[src/logic/rv_pkg.sv]
package rv_pkg;

    parameter int XLEN       = 64;
    parameter int ILEN       = 32;
    parameter int REG_ADDR_W = 5;

    // major opcodes of the supported subset
    typedef enum logic [6:0] {
        opc_op     = 7'b0110011,
        opc_op_imm = 7'b0010011,
        opc_branch = 7'b1100011,
        opc_store  = 7'b0100011,
        opc_jal    = 7'b1101111,
        opc_jalr   = 7'b1100111,
        opc_lui    = 7'b0110111,
        opc_auipc  = 7'b0010111,
        opc_system = 7'b1110011
    } opcode_e;

    typedef enum logic {
        alu_add = 1'b0,
        alu_sub = 1'b1
    } alu_op_e;

    typedef enum logic [1:0] {
        src_reg_reg = 2'd0,
        src_reg_imm = 2'd1,
        src_pc_four = 2'd2, // link value
        src_pc_imm  = 2'd3  // auipc
    } alu_src_e;

    typedef enum logic [2:0] {
        imm_i = 3'd0,
        imm_s = 3'd1,
        imm_b = 3'd2,
        imm_u = 3'd3,
        imm_j = 3'd4
    } imm_sel_e;

    typedef struct packed {
        logic            valid;
        logic [XLEN-1:0] pc;
        logic [ILEN-1:0] inst;
    } if_id_t;

    typedef struct packed {
        logic                  valid;
        logic [XLEN-1:0]       pc;
        logic [XLEN-1:0]       rs1_val;
        logic [XLEN-1:0]       rs2_val;
        logic [REG_ADDR_W-1:0] rd;
        logic                  reg_wen;
        alu_op_e               alu_op;
        alu_src_e              alu_src;
        imm_sel_e              imm_sel;
        logic                  branch;
        logic                  jump;
        logic                  jalr;
        logic                  store;
        logic                  ebreak;
        logic                  illegal;
        logic [ILEN-1:7]       imm_bits; // inst[31:7]
    } id_ex_t;

    typedef struct packed {
        logic                  wen;
        logic [REG_ADDR_W-1:0] waddr;
        logic [XLEN-1:0]       wdata;
    } wb_t;

    typedef struct packed {
        logic            take;
        logic [XLEN-1:0] target;
    } redirect_t;

endpackage

[src/logic/fetch_stage.sv]
`timescale 1ns/1ns

module fetch_stage import rv_pkg::*; #(
    parameter logic [XLEN-1:0] RESET_PC = '0
) (
    input  logic            clk,
    input  logic            rst_n,
    input  logic [ILEN-1:0] inst,
    input  redirect_t       redirect,
    input  logic            flush,
    input  logic            halt,
    output logic [XLEN-1:0] pc,
    output if_id_t          if_id
);

    logic [XLEN-1:0] pc_next;

    always_comb begin
        if (halt)
            pc_next = pc;              // frozen until reset
        else if (redirect.take)
            pc_next = redirect.target;
        else
            pc_next = pc + XLEN'(4);
    end

    always_ff @(posedge clk or negedge rst_n) begin
        if (!rst_n) begin
            pc <= RESET_PC;
        end else begin
            pc <= pc_next;
        end
    end

    // fetch-to-decode register
    always_ff @(posedge clk or negedge rst_n) begin
        if (!rst_n) begin
            if_id <= '0;
        end else begin
            if_id.valid <= ~flush & ~halt; // squash wrong-path fetch
            if_id.pc    <= pc;
            if_id.inst  <= inst;
        end
    end

endmodule

[config.mk]
export PLATFORM = sky130hd
export DESIGN_NAME = fetch_stage
export DESIGN_NICKNAME = d
export VERILOG_FILES = /design/src/logic/rv_pkg.sv /design/src/logic/fetch_stage.sv
export SDC_FILE = /design/constraint.sdc
export NUM_CORES = 1
export LEC_CHECK = 0
export BUFFER_PORTS_ARGS = -buffer_cell sky130_fd_sc_hd__buf_2
export CAP_MARGIN = 5
export CORE_ASPECT_RATIO = 0.5
export CORE_UTILIZATION = 46
export CTS_BUF_LIST = sky130_fd_sc_hd__clkbuf_8
export DETAILED_ROUTE_END_ITERATION = 12
export PLACE_DENSITY = 0.85
export SYNTH_ARGS = -nofsm -noshare
export SYNTH_HDL_FRONTEND = slang
export SYNTH_SLANG_ARGS = --single-unit
[constraint.sdc]
create_clock -name clk -period 2.5 [get_ports clk]
set_input_delay 0.5 -clock clk [delete_from_list [all_inputs] [get_ports clk]]
set_output_delay 0.5 -clock clk [all_outputs]
set_load 0.01 [all_outputs]
# Yosys cells after proc, flatten, opt, wreduce, memory -nomap -nowiden
# Cells that the tools add are included.
dict set report word_totals {
  register_bits 161
  latch_bits 0
  mem_bits_rw 0
  mem_bits_ro 0
  elab_cells 9
  memories 0
}
dict set report classes {
  addsub 1
  n_mul 0
  div_mod_pow 0
  n_lt_le_gt_ge 0
  n_eq_ne 0
  n_shift 0
  muxes 1
  bitwise_logic 3
  n_reduce_logical 0
}
# op n
set op_table {}
lappend op_table {{$add 64x3->64 const B} 1}
lappend op_table {{$mux 64} 1}
lappend op_table {{$not 1->1} 2}
lappend op_table {{$and 1x1->1} 1}

# Logic depth before layout (Yosys ltp)
dict set report depth {
  ltp_word 2
  ltp_mapped 8
  depth_no_buf 7
}

# Worst setup path before layout
# No wires, ideal clock.
dict set report synth_path {
  kind {reg-to-reg}
  start {register pc[15]}
  end {register pc[53]}
  setup_ps 111
  arrival_time_ps 2410
  t_required_ps 2389
  path_slack_ps -22
  stages_incl_launch_ff 9
  path_buffers 2
  cell_sequence {dfrtp_1 -> buf_2 -> and4_2 -> nand4_1 -> or4_1 -> buf_2 -> or2_4 -> o311a_1 -> a2111oi_2}
}
dict set report synth_between {
  elab_chain_cells 2
}
# element line_no
set synth_lines {}
lappend synth_lines {{start: declaration} fetch_stage.sv:12} ;# output logic [XLEN-1:0] pc,
lappend synth_lines {{start signal: assignment} fetch_stage.sv:31} ;# pc <= pc_next;
lappend synth_lines {{$add 64x3->64} fetch_stage.sv:24} ;# pc_next = pc + XLEN'(4);
lappend synth_lines {{$mux 64} fetch_stage.sv:21} ;# else if (redirect.take)
# No other way between the ends.
# A chain may end at the register's enable or synchronous reset.

# Worst setup path after layout
dict set report layout_path {
  start {register pc[17]}
  end {register pc[60]}
}
# Same word-level chain as after synthesis.

==> results.yml <==
hold_path:
  hold_class: "input port to flip-flop"
  min_from: "inst[14]"
status:
  status: "finished, final reports clean"
synth:
  async_flop_share: 1.00
  syn_nets: 715
  synth.cell_area_mm2: 0.00667
  synth.area.top_cells: "dfrtp_1 60%, nand2_1 3.8%, a21oi_1 2.8%, o21ai_0 2.6%, a22oi_1 2.3%"
  synth-edff-count: 0
  ys_types: 63
  yosysSeqAreaShare: 0.604
  synth_top_area_cell: "dfrtp_1"
  ys.flop_type: "dfrtp_1"
  synthCells: 613
  avgSynthCellArea_um2: 10.9
  yosysWarnings: 0
  yosysTopAreaCellShare: 0.604
  synth_seq_cells: 161
placement:
  finalWeightedCongestion: 0.847
  port-buffer-count: 261
  dp_hpwl_um: 14600
  pre_cts_ws_ps: -25.5
layout:
  nNetsFinal: 1029
  mostFrequentLayoutCells: "260 x buf_2, 159 x dfrtp_1, 69 x buf_4"
  drive_gt1_frac: 0.417
  areaGrowthSynthToFinish_pct: 35.6
  n_antenna_cell: 0
  final_common_cell: "buf_2"
routing:
  ant_nets: 0
  drc_errors: 0
  drtIter0Drc: 550
  wirelength_um: 20700
  via_per_inst: 5.78
  wire_per_inst_um: 18.3
  num_vias: 6539
  drt_pass1_iterations: 5
global_routing:
  antenna_found_initial: 0
  grt_pass1_vias: 6071
  grt_pass1_wl_um: 31400
  grt.overflow.total: 0
  grt_start_max_net_pins: 70
  grtUsageTotal: 0.274
power:
  ir_drop_mv: 0.381
  p_leak_nw: 4.23
  p_per_area_mw_per_mm2: 705
timing:
  hold_viol: 0
  final-setup-viol-count: 0
  worstMarginPinSlew_ps: 752
  period_minus_slack_ps: 2370
  fin_ws_ps: 126
  clock.fmax_mhz: 421
  slew_violations: 0
  finalClockSkew_ps: 16.5
  fin_tns_setup_ps: 0
  relSlewSlack: 0.498
  grt_setup_unrepaired: "false"
  fin_crit_sh: 0.950
clocking:
  cts_tree: "yes"
  htree_num_levels: 4
  clk_path_buf_depth: 2
  clk_pin_slew_ps: 100
  cts_root_buf: "clkbuf_8"
  clock_latency_ps: 470
  numClockSinks: 161
  numCtsBuffers: 17
run:
  maxCapViolations: 0
setup_path:
  critPathBufInv: 0
  path_cells: "nand4_1 -> or4_4 -> or4_4 -> nor4_2 -> mux2i_1 -> nand2_1"
  path_common_cell: "or4_4"
  cp-start-kind: "flip-flop"
  cpLargestDelayFamily: "simple AND/OR/NAND/NOR gates"
  cp_max_fo: 8
  crit_required_ps: 2850
  cp_data_arrival_time_ps: 2720
  critPathLaunch: "pc[17]$_DFFE_PN0N_"
  cp_slowest_cell: "or4_4"
  critPathMaxStageDelay_ps: 560
  r2r_start: "pc[17]$_DFFE_PN0N_"
  criticalPathCategory: "flip-flop to flip-flop"
  crit_path_end_kind: "flip-flop"
floorplanning:
  start_util: 0.481
  rows: 30
  die_h_um: 87.1
  core_mm2: 0.0139
  pin_count: 262
  die_x_um: 172
  die_area_mm2: 0.0150
==> path summary, 6_finish.rpt <==
| path | endpoint | slack, ps | cells after the start |
|---|---|---|---|
| max in group asynchronous | if_id[22]$_DFF_PN0_ | 1250 | 3 |
| worst min register to register | if_id[32]$_DFF_PN0_ | 410 | 0 |
| worst max register to register | pc[60]$_DFFE_PN0N_ | 130 | 6 |
| worst max-delay path | pc[60]$_DFFE_PN0N_ | 130 | 6 |
| min in group asynchronous | if_id[43]$_DFF_PN0_ | 560 | 2 |
| worst min-delay path | if_id[14]$_DFF_PN0_ | 130 | 1 |
==> registers in the layout, indices dropped and copies added (netlist names) <==
register / flops
pc: 64
if_id: 97
==> layer usage <==
layer	part of all wire	GRT usage	vias up
met5	0	0	-
met4	0.023	0.102	0
met3	0.081	0.0586	52
met2	0.49	0.444	358
met1	0.40	0.363	3217
li1	-	-	2912
==> power by group <==
| part | leakage [nW] | internal [mW] | switching (mW) |
|---|---|---|---|
| clock | 0.191 | 0.736 | 1.10 |
| combinational | 2.16 | 0.604 | 0.791 |
| sequential | 1.87 | 2.92 | 0.228 |
| total | 4.23 | 4.26 | 2.12 |
==> layout make-up <==
cell class	instances	area [um2]
clock buffers	17	234
clock inverters	15	146
fillers	1077	4810
inverters	11	41.3
multi-input cells	402	2460
flip-flops and latches	161	4030
well taps	192	240
repair buffers	334	1890
==> synthesized netlist by cell type (3+ instances only) <==
| cell | count |
|---|---|
| dfrtp_1 | 161 |
| nand2_1 | 67 |
| nor2_1 | 40 |
| a21oi_1 | 37 |
| o21ai_0 | 35 |
| clkbuf_1 | 27 |
| nand3_1 | 26 |
| a22oi_1 | 20 |
| nor3_1 | 16 |
| nand4_1 | 15 |
| nor4_1 | 15 |
| mux2i_1 | 10 |
| inv_1 | 9 |
| a31oi_1 | 8 |
| o22a_1 | 8 |
| o211ai_1 | 7 |
| or4_1 | 7 |
| and4_1 | 6 |
| or3_1 | 6 |
| a2bb2oi_1 | 5 |
| and4_2 | 5 |
| nor2b_1 | 5 |
| o22ai_1 | 5 |
| and2_1 | 4 |
| and3_1 | 4 |
| buf_6 | 4 |
| o21a_1 | 4 |
| a221o_1 | 3 |
| and3_2 | 3 |
| buf_2 | 3 |
| nor4b_1 | 3 |
| o311a_1 | 3 |
| o41ai_1 | 3 |
==> per-stage QoR <==
step	hold WS (ps)	cells	cell area, um2	utilization	power, mW
floorplan	204	613	6670	-	3.77
global placement	389	1095	8570	0.619	4.50
detailed placement	393	1095	8570	0.619	4.55
CTS	118	1128	8970	0.648	6.37
global route	105	1132	9040	0.653	6.69
finish	129	1132	9040	0.653	6.38
==> cell families after synthesis <==
kind of cell	Yosys count	share of synthesized area
compound gates	160	0.163
fa+ha+maj	1	0.00188
buf+inv	50	0.0345
flops	161	0.604
mux	11	0.0167
simple gates	230	0.180
==> worst reg2reg max path, delay by kind of cell, from the launching register on <==
| kind | cells | cell delay [ps] |
|---|---|---|
| and+or+nand+nor | 5 | 1640 |
| DFF | 1 | 390 |
| muxes | 1 | 240 |
==> repair_timing <==
item,4_1_cts,5_1_grt
hold buffers,1,0
setup endpoints to repair,4,9
hold endpoints to repair,7,0
pin swaps,0,6
buffers inserted,0,4
resized for setup,2,12
Power figures use the tool's default switching activity.
