===== config.mk =====
export PLATFORM = sky130hd
export DESIGN_NAME = decode_stage
export DESIGN_NICKNAME = d
export VERILOG_FILES = /design/src/logic/rv_pkg.sv /design/src/logic/reg_file.sv /design/src/logic/decode_stage.sv
export SDC_FILE = /design/constraint.sdc
export NUM_CORES = 2
export LEC_CHECK = 0
export ABC_CLOCK_PERIOD_IN_PS = 1880
export BUFFER_PORTS_ARGS = -buffer_cell sky130_fd_sc_hd__buf_2
export CAP_MARGIN = 0
export CORE_MARGIN = 4
export CORE_UTILIZATION = 50
export DETAILED_ROUTE_END_ITERATION = 8
export HOLD_SLACK_MARGIN = 0.08
export MAX_ROUTING_LAYER = met4
export PLACE_DENSITY = 0.65
export SETUP_SLACK_MARGIN = 0.02
export SYNTH_ARGS = -nofsm -noshare
export SYNTH_HDL_FRONTEND = slang
export SYNTH_SLANG_ARGS = --single-unit
export TNS_END_PERCENT = 50

===== constraint.sdc =====
create_clock -name clk -period 1.88 [get_ports clk]
set_input_delay 0.376 -clock clk [delete_from_list [all_inputs] [get_ports clk]]
set_output_delay 0.376 -clock clk [all_outputs]
set_load 0.1 [all_outputs]

===== src/logic/rv_pkg.sv =====
package rv_pkg;

    parameter int XLEN       = 64;
    parameter int ILEN       = 32;
    parameter int REG_ADDR_W = 5;

    // major opcodes of the supported subset
    typedef enum logic [6:0] {
        opc_op     = 7'b0110011,
        opc_op_imm = 7'b0010011,
        opc_branch = 7'b1100011,
        opc_store  = 7'b0100011,
        opc_jal    = 7'b1101111,
        opc_jalr   = 7'b1100111,
        opc_lui    = 7'b0110111,
        opc_auipc  = 7'b0010111,
        opc_system = 7'b1110011
    } opcode_e;

    typedef enum logic {
        alu_add = 1'b0,
        alu_sub = 1'b1
    } alu_op_e;

    typedef enum logic [1:0] {
        src_reg_reg = 2'd0,
        src_reg_imm = 2'd1,
        src_pc_four = 2'd2, // link value
        src_pc_imm  = 2'd3  // auipc
    } alu_src_e;

    typedef enum logic [2:0] {
        imm_i = 3'd0,
        imm_s = 3'd1,
        imm_b = 3'd2,
        imm_u = 3'd3,
        imm_j = 3'd4
    } imm_sel_e;

    typedef struct packed {
        logic            valid;
        logic [XLEN-1:0] pc;
        logic [ILEN-1:0] inst;
    } if_id_t;

    typedef struct packed {
        logic                  valid;
        logic [XLEN-1:0]       pc;
        logic [XLEN-1:0]       rs1_val;
        logic [XLEN-1:0]       rs2_val;
        logic [REG_ADDR_W-1:0] rd;
        logic                  reg_wen;
        alu_op_e               alu_op;
        alu_src_e              alu_src;
        imm_sel_e              imm_sel;
        logic                  branch;
        logic                  jump;
        logic                  jalr;
        logic                  store;
        logic                  ebreak;
        logic                  illegal;
        logic [ILEN-1:7]       imm_bits; // inst[31:7]
    } id_ex_t;

    typedef struct packed {
        logic                  wen;
        logic [REG_ADDR_W-1:0] waddr;
        logic [XLEN-1:0]       wdata;
    } wb_t;

    typedef struct packed {
        logic            take;
        logic [XLEN-1:0] target;
    } redirect_t;

endpackage


===== src/logic/reg_file.sv =====
`timescale 1ns/1ns

module reg_file import rv_pkg::*; (
    input  logic                  clk,
    input  logic                  rst_n,
    input  logic [REG_ADDR_W-1:0] raddr1,
    input  logic [REG_ADDR_W-1:0] raddr2,
    input  wb_t                   wb,
    output logic [XLEN-1:0]       rdata1,
    output logic [XLEN-1:0]       rdata2
);

    logic [XLEN-1:0] regs [1:31]; // x0 is not stored

    always_ff @(posedge clk or negedge rst_n) begin
        if (!rst_n) begin
            for (int i = 1; i < 32; i++) begin
                regs[i] <= '0;
            end
        end else if (wb.wen && wb.waddr != '0) begin
            regs[wb.waddr] <= wb.wdata;
        end
    end

    // reads see a write of the same cycle
    always_comb begin
        if (raddr1 == '0)
            rdata1 = '0;
        else if (wb.wen && wb.waddr == raddr1)
            rdata1 = wb.wdata;
        else
            rdata1 = regs[raddr1];
    end

    always_comb begin
        if (raddr2 == '0)
            rdata2 = '0;
        else if (wb.wen && wb.waddr == raddr2)
            rdata2 = wb.wdata;
        else
            rdata2 = regs[raddr2];
    end

endmodule


===== src/logic/decode_stage.sv =====
`timescale 1ns/1ns

module decode_stage import rv_pkg::*; (
    input  logic   clk,
    input  logic   rst_n,
    input  if_id_t if_id,
    input  wb_t    wb,
    input  logic   flush,
    output id_ex_t id_ex
);

    localparam logic [ILEN-1:0] EBREAK_INST = 32'h0010_0073;

    opcode_e               opc;
    logic [2:0]            funct3;
    logic [6:0]            funct7;
    logic [REG_ADDR_W-1:0] rd;
    logic [REG_ADDR_W-1:0] rs1;
    logic [REG_ADDR_W-1:0] rs2;
    logic [REG_ADDR_W-1:0] raddr1;
    logic [XLEN-1:0]       rdata1;
    logic [XLEN-1:0]       rdata2;
    id_ex_t                ctl;

    assign opc    = opcode_e'(if_id.inst[6:0]);
    assign funct3 = if_id.inst[14:12];
    assign funct7 = if_id.inst[31:25];
    assign rd     = if_id.inst[11:7];
    assign rs1    = if_id.inst[19:15];
    assign rs2    = if_id.inst[24:20];

    assign raddr1 = (opc == opc_lui) ? '0 : rs1; // lui adds to x0

    reg_file u_reg_file (
        .clk    (clk),
        .rst_n  (rst_n),
        .raddr1 (raddr1),
        .raddr2 (rs2),
        .wb     (wb),
        .rdata1 (rdata1),
        .rdata2 (rdata2)
    );

    always_comb begin
        ctl          = '0;
        ctl.pc       = if_id.pc;
        ctl.rd       = rd;
        ctl.imm_bits = if_id.inst[ILEN-1:7];
        ctl.alu_op   = alu_add;
        ctl.alu_src  = src_reg_reg;
        ctl.imm_sel  = imm_i;
        case (opc)
            opc_op: begin
                ctl.reg_wen = 1'b1;
                if (funct3 == 3'b000 && funct7 == 7'b0000000)
                    ctl.alu_op = alu_add;
                else if (funct3 == 3'b000 && funct7 == 7'b0100000)
                    ctl.alu_op = alu_sub;
                else
                    ctl.illegal = 1'b1;
            end
            opc_op_imm: begin // addi only
                ctl.reg_wen = 1'b1;
                ctl.alu_src = src_reg_imm;
                ctl.illegal = (funct3 != 3'b000);
            end
            opc_branch: begin // bne only
                ctl.branch  = 1'b1;
                ctl.alu_op  = alu_sub;
                ctl.imm_sel = imm_b;
                ctl.illegal = (funct3 != 3'b001);
            end
            opc_store: begin // sd only
                ctl.store   = 1'b1;
                ctl.alu_src = src_reg_imm;
                ctl.imm_sel = imm_s;
                ctl.illegal = (funct3 != 3'b011);
            end
            opc_jal: begin
                ctl.jump    = 1'b1;
                ctl.reg_wen = 1'b1;
                ctl.alu_src = src_pc_four;
                ctl.imm_sel = imm_j;
            end
            opc_jalr: begin
                ctl.jump    = 1'b1;
                ctl.jalr    = 1'b1;
                ctl.reg_wen = 1'b1;
                ctl.alu_src = src_pc_four;
                ctl.illegal = (funct3 != 3'b000);
            end
            opc_lui: begin
                ctl.reg_wen = 1'b1;
                ctl.alu_src = src_reg_imm;
                ctl.imm_sel = imm_u;
            end
            opc_auipc: begin
                ctl.reg_wen = 1'b1;
                ctl.alu_src = src_pc_imm;
                ctl.imm_sel = imm_u;
            end
            opc_system: begin
                // ebreak is the only system encoding kept
                if (if_id.inst == EBREAK_INST)
                    ctl.ebreak = 1'b1;
                else
                    ctl.illegal = 1'b1;
            end
            default: ctl.illegal = 1'b1;
        endcase
    end

    // decode-to-execute register
    always_ff @(posedge clk or negedge rst_n) begin
        if (!rst_n) begin
            id_ex <= '0;
        end else begin
            id_ex         <= ctl;
            id_ex.valid   <= if_id.valid & ~flush;
            id_ex.rs1_val <= rdata1;
            id_ex.rs2_val <= rdata2;
        end
    end

endmodule


Word level (Yosys, flattened, before mapping):

Index checks and enable logic that the tools add are counted.

* reduce and logical (&&, ||, !) cells: 18
* eq/ne operators: 15
* bitwise operators: 5
* $lt $le $gt $ge: 4
* multiplexer cells: 30

Operator list (number)
* $bwmux 1984: 1
* $bmux 64 s5: 2
* $mux 64: 9
* $demux 64 s5: 1
* $eq 32x21->1 const B: 1
* $eq 7x6->1 const B: 4
* $eq 7x7->1 const B: 4
* $ge 6x6->1 const B: 3
* $not 5->6: 3
* $eq 7x5->1 const B: 2
* $mux 1: 12
* $pmux 3 s4: 1
* $eq 5x5->1: 2
* $logic_not 5->1: 2
* $logic_not 7->1: 1
* $logic_and 1x1->1: 6
* $lt 6x1->1 const B: 1
* $pmux 1 s6: 1
* $pmux 2 s3: 1
* $reduce_or 2->1: 3
* $reduce_or 3->1: 2
* $reduce_or 6->1: 1
* $mux 5: 1
* $reduce_bool 5->1: 1
* 7 further kinds: 7

* bits in registers: 2220
* logic and storage cells: 119
* output and inout bits: 236
* input port bits: 170

Logic depth before layout (Yosys ltp):

* depth after elaboration: 8
* gate-level depth with buffers: 11

Modules after synthesis:

From an unflattened synthesis, not the netlist that was laid out.

* cell total of the unflattened synthesis: 7832
* area, all modules: 113447.6 µm²

By module, submodules not included
* reg_file: area an instance 107250.4 µm², sequential area each 49647.6 µm², cells each 7532, times used 1
* decode_stage: area an instance 6197.2 µm², sequential area each 5780.5 µm², cells each 300, times used 1

Worst setup path before layout:

Ideal clock, no wire load.

* path kind: input to register
* start: input if_id[20] (netlist bit)
* end: register id_ex[87] (netlist bit)
* cell stages on the path: 7
* setup time: 0.132 ns
* arrival time: 2.123 ns
* slack: -0.375 ns
* cells stage by stage: clkbuf_1 > buf_4 > buf_2 > mux4_2 > mux4_2 > o21ai_0 > o21ai_1

* cells in the longest elaborated chain, start to end: 6
* elaborated cells on any way between the ends: 9
* classes of those cells: eq/ne: 1; mux: 5; bitwise: 1; reduce/logical: 2

Ends and longest elaborated chain
* start: declaration: line decode_stage.sv:6 `input if_id_t if_id,`
* $not 5->6 (implied by the code): line reg_file.sv:41 `rdata2 = regs[raddr2];`
* $bmux 64 s5: line reg_file.sv:41
* $mux 64 (implied by the code) (2 in series): line reg_file.sv:41
* $mux 64: line reg_file.sv:38 `else if (wb.wen && wb.waddr == raddr2)`
* $mux 64 (*): line reg_file.sv:36 `if (raddr2 == '0)`
* named net rdata2[44]: line decode_stage.sv:22 `logic [XLEN-1:0] rdata2;`
* end signal: assignment: line decode_stage.sv:118 `id_ex <= ctl;`
* end: declaration: line decode_stage.sv:9 `output id_ex_t id_ex`

The timed path passes the listed nets; every way through them passes the cells marked *. The select of a mux whose other input is x is not followed.
A chain may end at the register's enable or synchronous reset.

Final worst setup path:

* start: register id_ex[158] (netlist bit)
* end: output id_ex[158] (netlist bit)

No word-level cell between the ends.

==> summary.md <==
| Metric | Value |
|---|---|
| Worst reg2reg setup slack | -0.07 ns |
| Post-Layout Inst Area | 146000 um^2 |
| Clock Latency Late Sink | 0.91 ns |
| Critical path cell sequence | buf_12 |
| Run status | finished, violations left |
| EDFF count, synth | 0 |
| # rows | 174 |
| Hold path depth | 2 |
| Die X | 484 um |
| Starting Density | 50.3% |
| F_max | 0.492 GHz |
| Sequential cell area fraction in the yosys report | 49.0% |
| Leak | 0.0646 uW |
| Layout cell share with drive strength beyond 1 | 52.3% |
| Routed len/inst | 34.5 um |
| Maxcap violations | 0 |
| Post-detailed-route count of antenna-violating nets | 0 |
| GP Congestion | 0.959 |
| Worst setup EP type | output port |
| PD cells | 1040 nW/um^2 |
| Post-DP HPWL | 299000 um |
| Worst vdd ir | 0.933 mV |
| Reg clk slew, reported paths | 0.06 ns |
| CTS tree | done |
| Endpoint, Worst Hold | id_ex[19] |
| Layout Utilization | 64.7% |
| Pre-Repair DR Iteration Count | 7 |
| Req. time, crit path | 1.50 ns |
| Ports | 406 |
| Vias/cell | 6.77 |
| Initial antenna violation count | 14 |
| Async set or reset register ratio after synthesis | 100% |
| Synth top cells by count | mux2_2 (2222), dfrtp_1 (2215), mux4_2 (504) |
| Worst Reg-to-Reg Cells | 7 |
| Setup slack after layout | -0.155 ns |
| Period utilization | 108% |
| Largest area contributor in the netlist | dfrtp_1 |
| GRT Total Usage | 38.3% |
| Fin crit period | 2.03 ns |
| CP Data Arrival Time | 1.66 ns |
| Kind of critical path | flop to output port |
| CP top delay family | flip-flops |
| Cells after Synth | 8394 |
| Yosys top cell area share | 49.0% |
| Syn. warnings | 0 |
| Top FF cell, synth | dfrtp_1 |
| DRC | 0 |
| Crit Path Max Fanout | 1 |
| Crit-path max cell delay | 0.52 ns |
| Worst Skew | 0.0417 ns |
| HP Start | if_id[26] |
| Failing checks | negative setup slack |
| Tot Pwr | 151000 uW |
| CTS sink cnt | 2215 |
| First-pass GRT wire length | 641000 um |
| Hold Vio Cnt, Final | 0 |
| Worst slew pin tran | 0.904 ns |
| FF-to-FF Start | u_reg_file.regs[1430] |
| DRT iter0 DRCs | 9899 |
| TritonCTS Buffers | 237 |
| Vias in the first global route | 89800 |
| Synth Cell Area | 113000 um^2 |
| RR Endpoint | id_ex[129] |
| Buf/Inv on CP | 1 |
| Area grow syn2layout | 28.7% |
| GR Overflow Total | 0 |
| H-Tree Depth | 4 |
| Pins over their slew limit | 0 |
| Hold Path Class | primary input to flop |
| Longest Clk Path Bufs | 3 |
| Slew Limit Headroom | 39.3% |
| Port Buf Inserts | 405 |
| Die area | 234000 um^2 |
| Synth Net Count | 8564 |
| Dominant cell by count in the synthesized netlist | mux2_2 |
| Die Ht | 484 um |
| WL final | 443000 um |
| Top area cells in the synthesized netlist | dfrtp_1 (49%), mux2_2 (22%), mux4_2 (10%) |
| CORE AREA | 225000 um^2 |
| Setup Slack @ Placement | -1.06 ns |
| Via count | 87000 |
| NumNets Final | 9818 |
| Unrepaired setup endpoints after global routing | true |
| Placed cell area | 131000 um^2 |
| #FFs+latches synth | 2215 |
| Slowest CP cell | dfrtp_2 |
| Setup-failing EPs final | 116 |
| CP Launch Type | flop |
| Yosys cell types | 78 |
| Syn avg cell area | 13.5 um^2 |
| CTS root buf | clkbuf_16 |
| Pin count of the biggest net entering global routing | 103 |
stage by stage:
stage | TNS, ns | hold slack (ns) | cells
floorplan | -125.31 | 0.0804 | 8394
global placement | -650.38 | 0.483 | 12200
detailed placement | -693.62 | 0.485 | 12200
CTS | -10.49 | 0.0800 | 12800
global route | -11.09 | 0.101 | 12900
finish | -4.10 | 0.112 | 12900
how the worst max path moves through the flow:
| stage | from | end | slack, ns | depth (start not counted) |
|---|---|---|---|---|
| 3_3_place_gp | if_id[6] | id_ex[148] | -1.05 | 11 |
| 3_5_place_dp | if_id[6] | id_ex[148] | -1.06 | 11 |
| 5_1_grt | u_reg_file.regs[1202] | id_ex[157] | -0.20 | 6 |
| 4_1_cts | id_ex[158] | id_ex[158] | -0.22 | 1 |
| 6_report | id_ex[158] | id_ex[158] | -0.15 | 1 |
| 2_1_floorplan | if_id[6] | id_ex[137] | -0.19 | 10 |
where the power goes:
| group | switching, uW | internal, uW |
|---|---|---|
| Combinational | 17200 | 19100 |
| Sequential | 7550 | 56700 |
| Clock | 21000 | 30100 |
registers in the layout, summed over array words and instances, names as in the netlist:
register,flops
id_ex,231
u_reg_file.regs,1984
metal layers:
layer	track usage [%]	wire [um]	share of wire [%]
met2	57.0	201000	45
met3	8.93	43900	9.9
met4	20.8	29800	6.7
met5	-	0	0
met1	48.9	169000	38
cells in the final DEF, fill, tap and decap left out, types with 63 or more instances in the layout:
cell              n
a211oi_1        158
a21oi_1         103
buf_12          568
buf_2           160
buf_4           849
buf_8            87
clkbuf_16       239
clkbuf_8         63
dfrtp_1        2169
dlygate4sd3_1   214
mux2_2         2069
mux2_4          153
mux2i_1         414
mux4_2          504
nand2_1         160
nor2_1          279
nor3_1           99
o211ai_1         92
o21ai_0         138
o22ai_1         278
cells by family (layout without fill, tap and decap cells):
logic type	count (synthesis)	in the layout	synth area share [%]
simple gates	866	866	3.62
mux	3148	3148	35.9
other cells	0	14	0
flops	2215	2215	49.0
xor+xnor	9	9	0.0697
buf+inv	881	2341	3.57
compound gates	1275	1275	7.89
final cells by class:
cell class,instances,area (um^2)
repair buffers,1888,22100
multi-input cells,5298,55700
diodes,14,35.0
fillers,16300,79300
clock inverters,106,1540
clock buffers,339,6980
well taps,2992,3740
inverters,8,35.0
flip-flops and latches,2215,55500
what timing repair did:
item | 4_1_cts | 5_1_grt
hold endpoints to repair | 2564 | 6
setup endpoints to repair | 281 | 318
gates resized for setup | 856 | 213
hold buffers | 213 | 2
setup buffers | 0 | 19
pin swaps | 5 | 82
Power figures use the tool's default switching activity.
