$ cat config.mk
export PLATFORM = sky130hd
export DESIGN_NAME = execute_stage
export DESIGN_NICKNAME = d
export VERILOG_FILES = /design/src/logic/rv_pkg.sv /design/src/logic/execute_stage.sv
export SDC_FILE = /design/constraint.sdc
export NUM_CORES = 1
export LEC_CHECK = 0
export BUFFER_PORTS_ARGS = -buffer_cell sky130_fd_sc_hd__buf_2
export CORE_AREA = 2 2 198 200
export DETAILED_ROUTE_END_ITERATION = 6
export DIE_AREA = 0 0 200 202
export PLACE_DENSITY = 0.65
export SLEW_MARGIN = 20
export SYNTH_ARGS = -nofsm -noshare
export SYNTH_HDL_FRONTEND = slang
export SYNTH_SLANG_ARGS = --single-unit
$ cat constraint.sdc
create_clock -name clk -period 20.6 [get_ports clk]
set_input_delay 2.06 -clock clk [delete_from_list [all_inputs] [get_ports clk]]
set_output_delay 2.06 -clock clk [all_outputs]
set_load 0.01 [all_outputs]
$ cat src/logic/rv_pkg.sv
package rv_pkg;

    parameter int XLEN       = 64;
    parameter int ILEN       = 32;
    parameter int REG_ADDR_W = 5;

    // major opcodes of the supported subset
    typedef enum logic [6:0] {
        opc_op     = 7'b0110011,
        opc_op_imm = 7'b0010011,
        opc_branch = 7'b1100011,
        opc_store  = 7'b0100011,
        opc_jal    = 7'b1101111,
        opc_jalr   = 7'b1100111,
        opc_lui    = 7'b0110111,
        opc_auipc  = 7'b0010111,
        opc_system = 7'b1110011
    } opcode_e;

    typedef enum logic {
        alu_add = 1'b0,
        alu_sub = 1'b1
    } alu_op_e;

    typedef enum logic [1:0] {
        src_reg_reg = 2'd0,
        src_reg_imm = 2'd1,
        src_pc_four = 2'd2, // link value
        src_pc_imm  = 2'd3  // auipc
    } alu_src_e;

    typedef enum logic [2:0] {
        imm_i = 3'd0,
        imm_s = 3'd1,
        imm_b = 3'd2,
        imm_u = 3'd3,
        imm_j = 3'd4
    } imm_sel_e;

    typedef struct packed {
        logic            valid;
        logic [XLEN-1:0] pc;
        logic [ILEN-1:0] inst;
    } if_id_t;

    typedef struct packed {
        logic                  valid;
        logic [XLEN-1:0]       pc;
        logic [XLEN-1:0]       rs1_val;
        logic [XLEN-1:0]       rs2_val;
        logic [REG_ADDR_W-1:0] rd;
        logic                  reg_wen;
        alu_op_e               alu_op;
        alu_src_e              alu_src;
        imm_sel_e              imm_sel;
        logic                  branch;
        logic                  jump;
        logic                  jalr;
        logic                  store;
        logic                  ebreak;
        logic                  illegal;
        logic [ILEN-1:7]       imm_bits; // inst[31:7]
    } id_ex_t;

    typedef struct packed {
        logic                  wen;
        logic [REG_ADDR_W-1:0] waddr;
        logic [XLEN-1:0]       wdata;
    } wb_t;

    typedef struct packed {
        logic            take;
        logic [XLEN-1:0] target;
    } redirect_t;

endpackage

$ cat src/logic/execute_stage.sv
`timescale 1ns/1ns

module execute_stage import rv_pkg::*; (
    input  logic            clk,
    input  logic            rst_n,
    input  id_ex_t          id_ex,
    output wb_t             wb,
    output redirect_t       redirect,
    output logic            flush,
    output logic            dmem_we,
    output logic [XLEN-1:0] dmem_addr,
    output logic [XLEN-1:0] dmem_wdata,
    output logic            halt,
    output logic            illegal
);

    logic [ILEN-1:0] ib;
    logic [XLEN-1:0] imm;
    logic [XLEN-1:0] op_a;
    logic [XLEN-1:0] op_b;
    logic [XLEN-1:0] alu_res;
    logic [XLEN-1:0] tgt_base;
    logic [XLEN-1:0] target;
    logic            act;
    logic            halting;
    logic            commit;
    logic            taken;

    assign ib = {id_ex.imm_bits, 7'b0}; // opcode bits not needed here

    always_comb begin
        case (id_ex.imm_sel)
            imm_s:   imm = {{52{ib[31]}}, ib[31:25], ib[11:7]};
            imm_b:   imm = {{51{ib[31]}}, ib[31], ib[7], ib[30:25], ib[11:8], 1'b0};
            imm_u:   imm = {{32{ib[31]}}, ib[31:12], 12'b0};
            imm_j:   imm = {{43{ib[31]}}, ib[31], ib[19:12], ib[20], ib[30:21], 1'b0};
            default: imm = {{52{ib[31]}}, ib[31:20]};
        endcase
    end

    always_comb begin
        case (id_ex.alu_src)
            src_reg_imm: begin
                op_a = id_ex.rs1_val;
                op_b = imm;
            end
            src_pc_four: begin
                op_a = id_ex.pc;
                op_b = XLEN'(4);
            end
            src_pc_imm: begin
                op_a = id_ex.pc;
                op_b = imm;
            end
            default: begin
                op_a = id_ex.rs1_val;
                op_b = id_ex.rs2_val;
            end
        endcase
    end

    assign alu_res = (id_ex.alu_op == alu_sub) ? op_a - op_b : op_a + op_b;

    assign taken    = id_ex.branch & (alu_res != '0); // bne: rs1 - rs2 nonzero
    assign tgt_base = id_ex.jalr ? id_ex.rs1_val : id_ex.pc;
    assign target   = (tgt_base + imm) & ~XLEN'(1);

    assign act     = id_ex.valid & ~halt;
    assign halting = act & (id_ex.ebreak | id_ex.illegal);
    assign commit  = act & ~id_ex.ebreak & ~id_ex.illegal;

    assign redirect.take   = commit & (taken | id_ex.jump);
    assign redirect.target = target;
    assign flush           = redirect.take | halting;

    assign wb.wen   = commit & id_ex.reg_wen;
    assign wb.waddr = id_ex.rd;
    assign wb.wdata = alu_res;

    // sd writes the full doubleword
    assign dmem_we    = commit & id_ex.store;
    assign dmem_addr  = alu_res;
    assign dmem_wdata = id_ex.rs2_val;

    always_ff @(posedge clk or negedge rst_n) begin
        if (!rst_n) begin
            halt    <= 1'b0;
            illegal <= 1'b0;
        end else if (halting) begin
            halt    <= 1'b1;             // sticky until reset
            illegal <= id_ex.illegal;
        end
    end

endmodule

# After elaboration in Yosys (flattened, before gate mapping)
# Cells that the tools add are included.
# W data, S select, Z words.
dict set report totals {
  reg_bits 2
  in_bits 238
  output_inout_bits 267
  elab_cells 34
}
dict set report classes {
  n_eq_ne 7
  addsub 3
  n_reduce_logical 3
  bitwise 14
  n_mux 5
}
# operator count
set ops {}
lappend ops {{$mux W64} 3}
lappend ops {{$add A64 B64 Y64} 2}
lappend ops {{$pmux W64 S2} 1}
lappend ops {{$pmux W31 S4} 1}
lappend ops {{$reduce_bool A64 Y1} 1}
lappend ops {{$sub A64 B64 Y64} 1}
lappend ops {{$and A1 B1 Y1} 8}
lappend ops {{$eq A3 B2 Y1 const B} 2}
lappend ops {{$eq A2 B2 Y1 const B} 2}
lappend ops {{$reduce_or A2 Y1} 2}
lappend ops {{$eq A3 B1 Y1 const B} 1}
lappend ops {{$eq A3 B3 Y1 const B} 1}
lappend ops {{$not A1 Y1} 3}
lappend ops {{$or A1 B1 Y1} 3}
lappend ops {{$eq A2 B1 Y1 const B} 1}

# Longest topological paths before layout
dict set report depth {
  depth_word 10
  depth_mapped 31
  ltp_nobuf 27
}

# Worst setup path after synthesis
# No wires, ideal clock.
dict set report synth_timing {
  path_kind {input to output}
  startpoint {in id_ex[35] in the netlist's numbering}
  endpoint {out flush}
  stages 29
  arrival_time_ns 8.239
  path_buffers 6
  slack_ns 10.301
  required_time_ns 18.540
  path_cell_list {nor2_1 > clkbuf_1 > clkbuf_1 > buf_1 > clkbuf_1 > buf_1 > a22oi_1 > ha_1 > o21ai_0 > nor4b_1 > and4bb_1 > and2_1 > nor2b_1 > nor2_1 > xor2_1 > ha_1 > clkbuf_1 > nand2_1 > o21ai_1 > nor3_1 > and3_1 > o31a_1 > and4_1 > a2111oi_0 > a211o_1 > nor4_1 > nand4_1 > nor4_1 > nor2_1}
}
dict set report synth_between {
  elab_chain_cells 10
  word_cells_on_any_way 15
  classes_between {add/sub (2); eq/ne (3); mux (3); bitwise (4); reduce/logical (3)}
}
# item line_no
set synth_lines {}
lappend synth_lines {{start: declaration} execute_stage.sv:6} ;# input id_ex_t id_ex,
lappend synth_lines {{$eq A2 B2 Y1 or $eq A2 B1 Y1 (tied branches)} execute_stage.sv:42} ;# case (id_ex.alu_src)
lappend synth_lines {{$reduce_or A2 Y1 (no line)} --}
lappend synth_lines {{$pmux W64 S2 or $mux W64 (tied branches)} execute_stage.sv:42}
lappend synth_lines {{$add A64 B64 Y64 or $sub A64 B64 Y64 (tied branches)} execute_stage.sv:62} ;# assign alu_res = (id_ex.alu_op == alu_sub) ? op_a - op_b : op_a + op_b;
lappend synth_lines {{$mux W64 (*)} execute_stage.sv:62}
lappend synth_lines {{named net dmem_addr[46]} execute_stage.sv:11} ;# output logic [XLEN-1:0] dmem_addr,
lappend synth_lines {{$reduce_bool A64 Y1 (*)} execute_stage.sv:64} ;# assign taken = id_ex.branch & (alu_res != '0);
lappend synth_lines {{$and A1 B1 Y1 (*)} execute_stage.sv:64}
lappend synth_lines {{$or A1 B1 Y1 (*)} execute_stage.sv:72} ;# assign redirect.take = commit & (taken | id_ex.jump);
lappend synth_lines {{$and A1 B1 Y1 (*)} execute_stage.sv:72}
lappend synth_lines {{$or A1 B1 Y1 (*)} execute_stage.sv:74} ;# assign flush = redirect.take | halting;
lappend synth_lines {{end: declaration} execute_stage.sv:9} ;# output logic flush,
# Mark *: on every way through the listed nets, which the timed path passes. The rest lies on a longest branch.

# Final worst setup path
dict set report layout_timing {
  startpoint {in id_ex[35] in the netlist's numbering}
  endpoint {out flush}
}
dict set report layout_between {
  elab_chain_cells 10
  word_cells_on_any_way 15
  classes_between {add/sub (2); eq/ne (3); mux (3); bitwise (4); reduce/logical (3)}
}
# item line_no
set layout_lines {}
lappend layout_lines {{$eq A2 B2 Y1 or $eq A2 B1 Y1 (tied branches)} execute_stage.sv:42}
lappend layout_lines {{$reduce_or A2 Y1 (no line)} --}
lappend layout_lines {{$pmux W64 S2 or $mux W64 (tied branches)} execute_stage.sv:42}
lappend layout_lines {{$add A64 B64 Y64 or $sub A64 B64 Y64 (tied branches)} execute_stage.sv:62}
lappend layout_lines {{$mux W64 (*)} execute_stage.sv:62}
lappend layout_lines {{$reduce_bool A64 Y1 (*)} execute_stage.sv:64}
lappend layout_lines {{$and A1 B1 Y1 (*)} execute_stage.sv:64}
lappend layout_lines {{$or A1 B1 Y1 (*)} execute_stage.sv:72}
lappend layout_lines {{$and A1 B1 Y1 (*)} execute_stage.sv:72}
lappend layout_lines {{$or A1 B1 Y1 (*)} execute_stage.sv:74}
# Every way passes the cells marked *; elsewhere a longest branch is shown, timed or not.

==> flow_metrics.env <==
export IMPL_status="complete, no violations"
export IMPL_via_count_of_the_first_global_routing_pass=16552
export IMPL_initial_antenna_violation_count=16
export IMPL_worstPathMaxFanout=85
export IMPL_cts_buffers_inserted=3
export IMPL_critPathLaunchType="primary input"
export IMPL_slew_limit_headroom_pct=26.7
export IMPL_async_reset_ff_share_pct=100
export IMPL_end_kind="output port"
export IMPL_regToRegSetupSlack_ns=19.50
export IMPL_max_cap_violations=0
export IMPL_cts_clk_slew_worst_paths_ns=0.03
export IMPL_layout_cells_non_filler=2859
export IMPL_floorplan_die_width_um=200
export IMPL_grt_ovfl_total=0
export IMPL_crit_slowest_cell="buf_4"
export IMPL_worstSkewPairLatency_ns=0.22
export IMPL_detailroute_via_count=17440
export IMPL_critical_path_reg2reg_endpoint="illegal"
export IMPL_cts_setup_buffers=0
export IMPL_grt_usage_pct=32.5
export IMPL_dp_cells=2850
export IMPL_setup_viol_count_final=0
export IMPL_timing_critical_path_to="flush"
export IMPL_synth_warning_count=0
export IMPL_grt_pass1_wl_um=99900
export IMPL_primary_ff_master_synth="dfrtp_1"
export IMPL_number_of_cells_on_the_critical_path=27
export IMPL_place_port_buffers=493
export IMPL_launch_point_of_the_worst_reg_to_reg_path="halt"
export IMPL_drt_antenna_violating_nets=0
export IMPL_cp_data_arrival_time_ns=9.64
export IMPL_die_span_in_y_um=202
export IMPL_postCtsResizedCells=0
export IMPL_slew_at_the_pin_with_the_worst_max_slew_slack_ns=1.10
export IMPL_htree_levels=1
export IMPL_netlist_cell_type_count=98
export IMPL_dominant_combinational_cell_family_by_area_after_synthesis="compound AO/OA/AOI/OAI gates"
export IMPL_worst_path_largest_cell_delay_ns=0.70
export IMPL_hp_class="flip-flop to flip-flop"
export IMPL_tritoncts="built"
export IMPL_synthTopCellsByArea="ha_1 (12%), mux2_2 (10%), buf_4 (7.4%)"
export IMPL_timing_critical_path_required_ns=18.54
export IMPL_drt_initial_drc_count=1553
export IMPL_clock_skew_final_ns=0.000934
export IMPL_startpoint="id_ex[35]"
export IMPL_finalMaxSlewViolations=0
export IMPL_synth_mux_area_fraction_pct=10.7
export IMPL_routed_via_density=6.10
export IMPL_clock_fmax_mhz=85.5
export IMPL_power_static_leakage_nw=7.35
export IMPL_cpLargestDelayFamily="simple AND/OR/NAND/NOR gates"
export IMPL_post_synthesis_share_of_cell_area_spent_on_xor_and_xnor_gates_pct=9.42
export IMPL_post_synth_top_count_cell="a21oi_1"
export IMPL_cts_root_buf="clkbuf_16"
export IMPL_fp_row_count=72
export IMPL_grt_max_degree=86
export IMPL_start_util_pct=36.8
export IMPL_areaGrowthSynthToFinish_pct=13.2
export IMPL_synth_area_leader_cell="ha_1"
export IMPL_floorplan_die_area_mm2=0.0404
export IMPL_synth_compound_gate_area_share_pct=31.5
export IMPL_clock_sinks=2
export IMPL_cts_max_path_buffers=2
export IMPL_final_min_period_over_clock_period_pct=56.8
export IMPL_netlist_instances=2063
export IMPL_routability_congestion=0.995
export IMPL_power_per_cell_area_mw_per_mm2=63.4
export IMPL_routed_wire_length_per_instance_um=24.2
export IMPL_finalHoldViolations=0
export IMPL_rsz0062_at_grt="no"
export IMPL_postCtsHoldBufs=0
export IMPL_drive_above_1_share_pct=28.5
export IMPL_final_period_minus_worst_setup_slack_ns=11.70
export IMPL_r2r_worst_path_cells=3
export IMPL_route_final_wire_length_um=69200
export IMPL_drc=0
export IMPL_post_dp_hpwl_um=58200
export IMPL_coreArea_mm2=0.0383
export IMPL_drt_pass1_iter_count=6
export IMPL_io_pins=505
export IMPL_synth_enable_flop_cells=0
export IMPL_synth_seq_cells=2
export IMPL_worst_path_most_repeated_cell="nor2_1"
export IMPL_synth_top_cells_by_count="a21oi_1 (203), nor2_1 (184), nand2_1 (154)"
export IMPL_path_buf_inv=4
export IMPL_path_class="primary input to output port"
export IMPL_synth_top_area_share_pct=11.6
export IMPL_setup_tns_final_ns=0
export IMPL_seq_area_frac_synth_pct=0.355
export IMPL_syn_area_mm2=0.0141
export IMPL_nets=2708
export IMPL_power_ir_vdd_worst_v=0.0000528
export IMPL_avgSynthCellArea_um2=6.83
export IMPL_syn_num_nets=2434
export IMPL_synth_simple_gate_area_share_pct=25.1
export IMPL_post_synth_fa_ha_maj_area_fraction_pct=11.9
-- cell usage in the layout, fill, tap and decap left out, drive strengths merged, types with 7 or more instances in the layout --
cell	instances
nand4	32
a22oi	36
and2	34
nand3	49
a211oi	26
a221oi	9
mux2i	9
xnor2	64
a31oi	31
o21a	22
xor2	85
nor3	63
nor3b	9
or4	12
or3	16
mux2	126
o31ai	17
o2111ai	7
o211ai	12
nor2	184
or2	13
o22ai	9
a21o	83
nor4	23
nor2b	22
nand2b	19
a2111oi	7
o21ai	124
and4	7
nand2	154
and3	30
inv	40
a211o	8
buf	499
nand3b	7
o21bai	17
a21oi	204
ha	131
-- power breakdown --
part	internal [W]	total, W	switching, W
Combinational	0.000363	0.000977	0.000615
Sequential	0.00000430	0.00000451	0.000000210
Clock	0.0000247	0.0000296	0.00000489
-- through the flow --
| step | utilization [%] | setup slack, ns | cell area [um^2] | total power, W | hold WS, ns |
|---|---|---|---|---|---|
| after floorplan | - | 10.30 | 14100 | 0.000679 | 0.511 |
| after global placement | 41.4 | 9.22 | 15900 | 0.000966 | 0.466 |
| after detailed placement | 41.4 | 9.11 | 15900 | 0.000967 | 0.470 |
| after CTS | 41.6 | 9.12 | 15900 | 0.00100 | 0.500 |
| after global routing | 41.6 | 8.28 | 15900 | 0.00109 | 0.536 |
| final | 41.7 | 8.90 | 16000 | 0.00101 | 0.518 |
-- layer usage --
layer,vias to the layer above,wire [um],GRT usage [%]
met5,-,122,0
met4,18,4080,17.9
met3,176,5620,5.87
met2,939,33100,56.7
met1,8176,26300,37.1
li1,8131,-,-
-- kinds of logic after synthesis --
group | after synthesis
xor+xnor | 150
simple gates | 693
buf+inv | 271
other cells | 1
flops | 2
compound gates | 678
fa+ha+maj | 133
mux | 135
-- state kept, by name (all words and copies together) (netlist names) --
name     cells
halt         1
illegal      1
-- area by class of cell --
| class | count | area (um^2) |
|---|---|---|
| Antenna cell | 6 | 15.0 |
| Clock buffer | 3 | 75.1 |
| Fill cell | 4086 | 22300 |
| Inverter | 41 | 154 |
| Multi-Input combinational cell | 1790 | 12500 |
| Sequential cell | 2 | 50.0 |
| Tap cell | 518 | 648 |
| Timing Repair Buffer | 499 | 2510 |
-- how the worst min path moves through the flow --
stage                     slack [ns]  depth (start not counted)      end    start
after floorplan                 0.51                          1     halt     halt
after global placement          0.47                          1     halt     halt
after detailed placement        0.47                          1     halt     halt
after CTS                       0.50                          1  illegal  illegal
after global routing            0.54                          1  illegal  illegal
final                           0.52                          1  illegal  illegal
No activity file was read; power rests on OpenSTA's default activity.
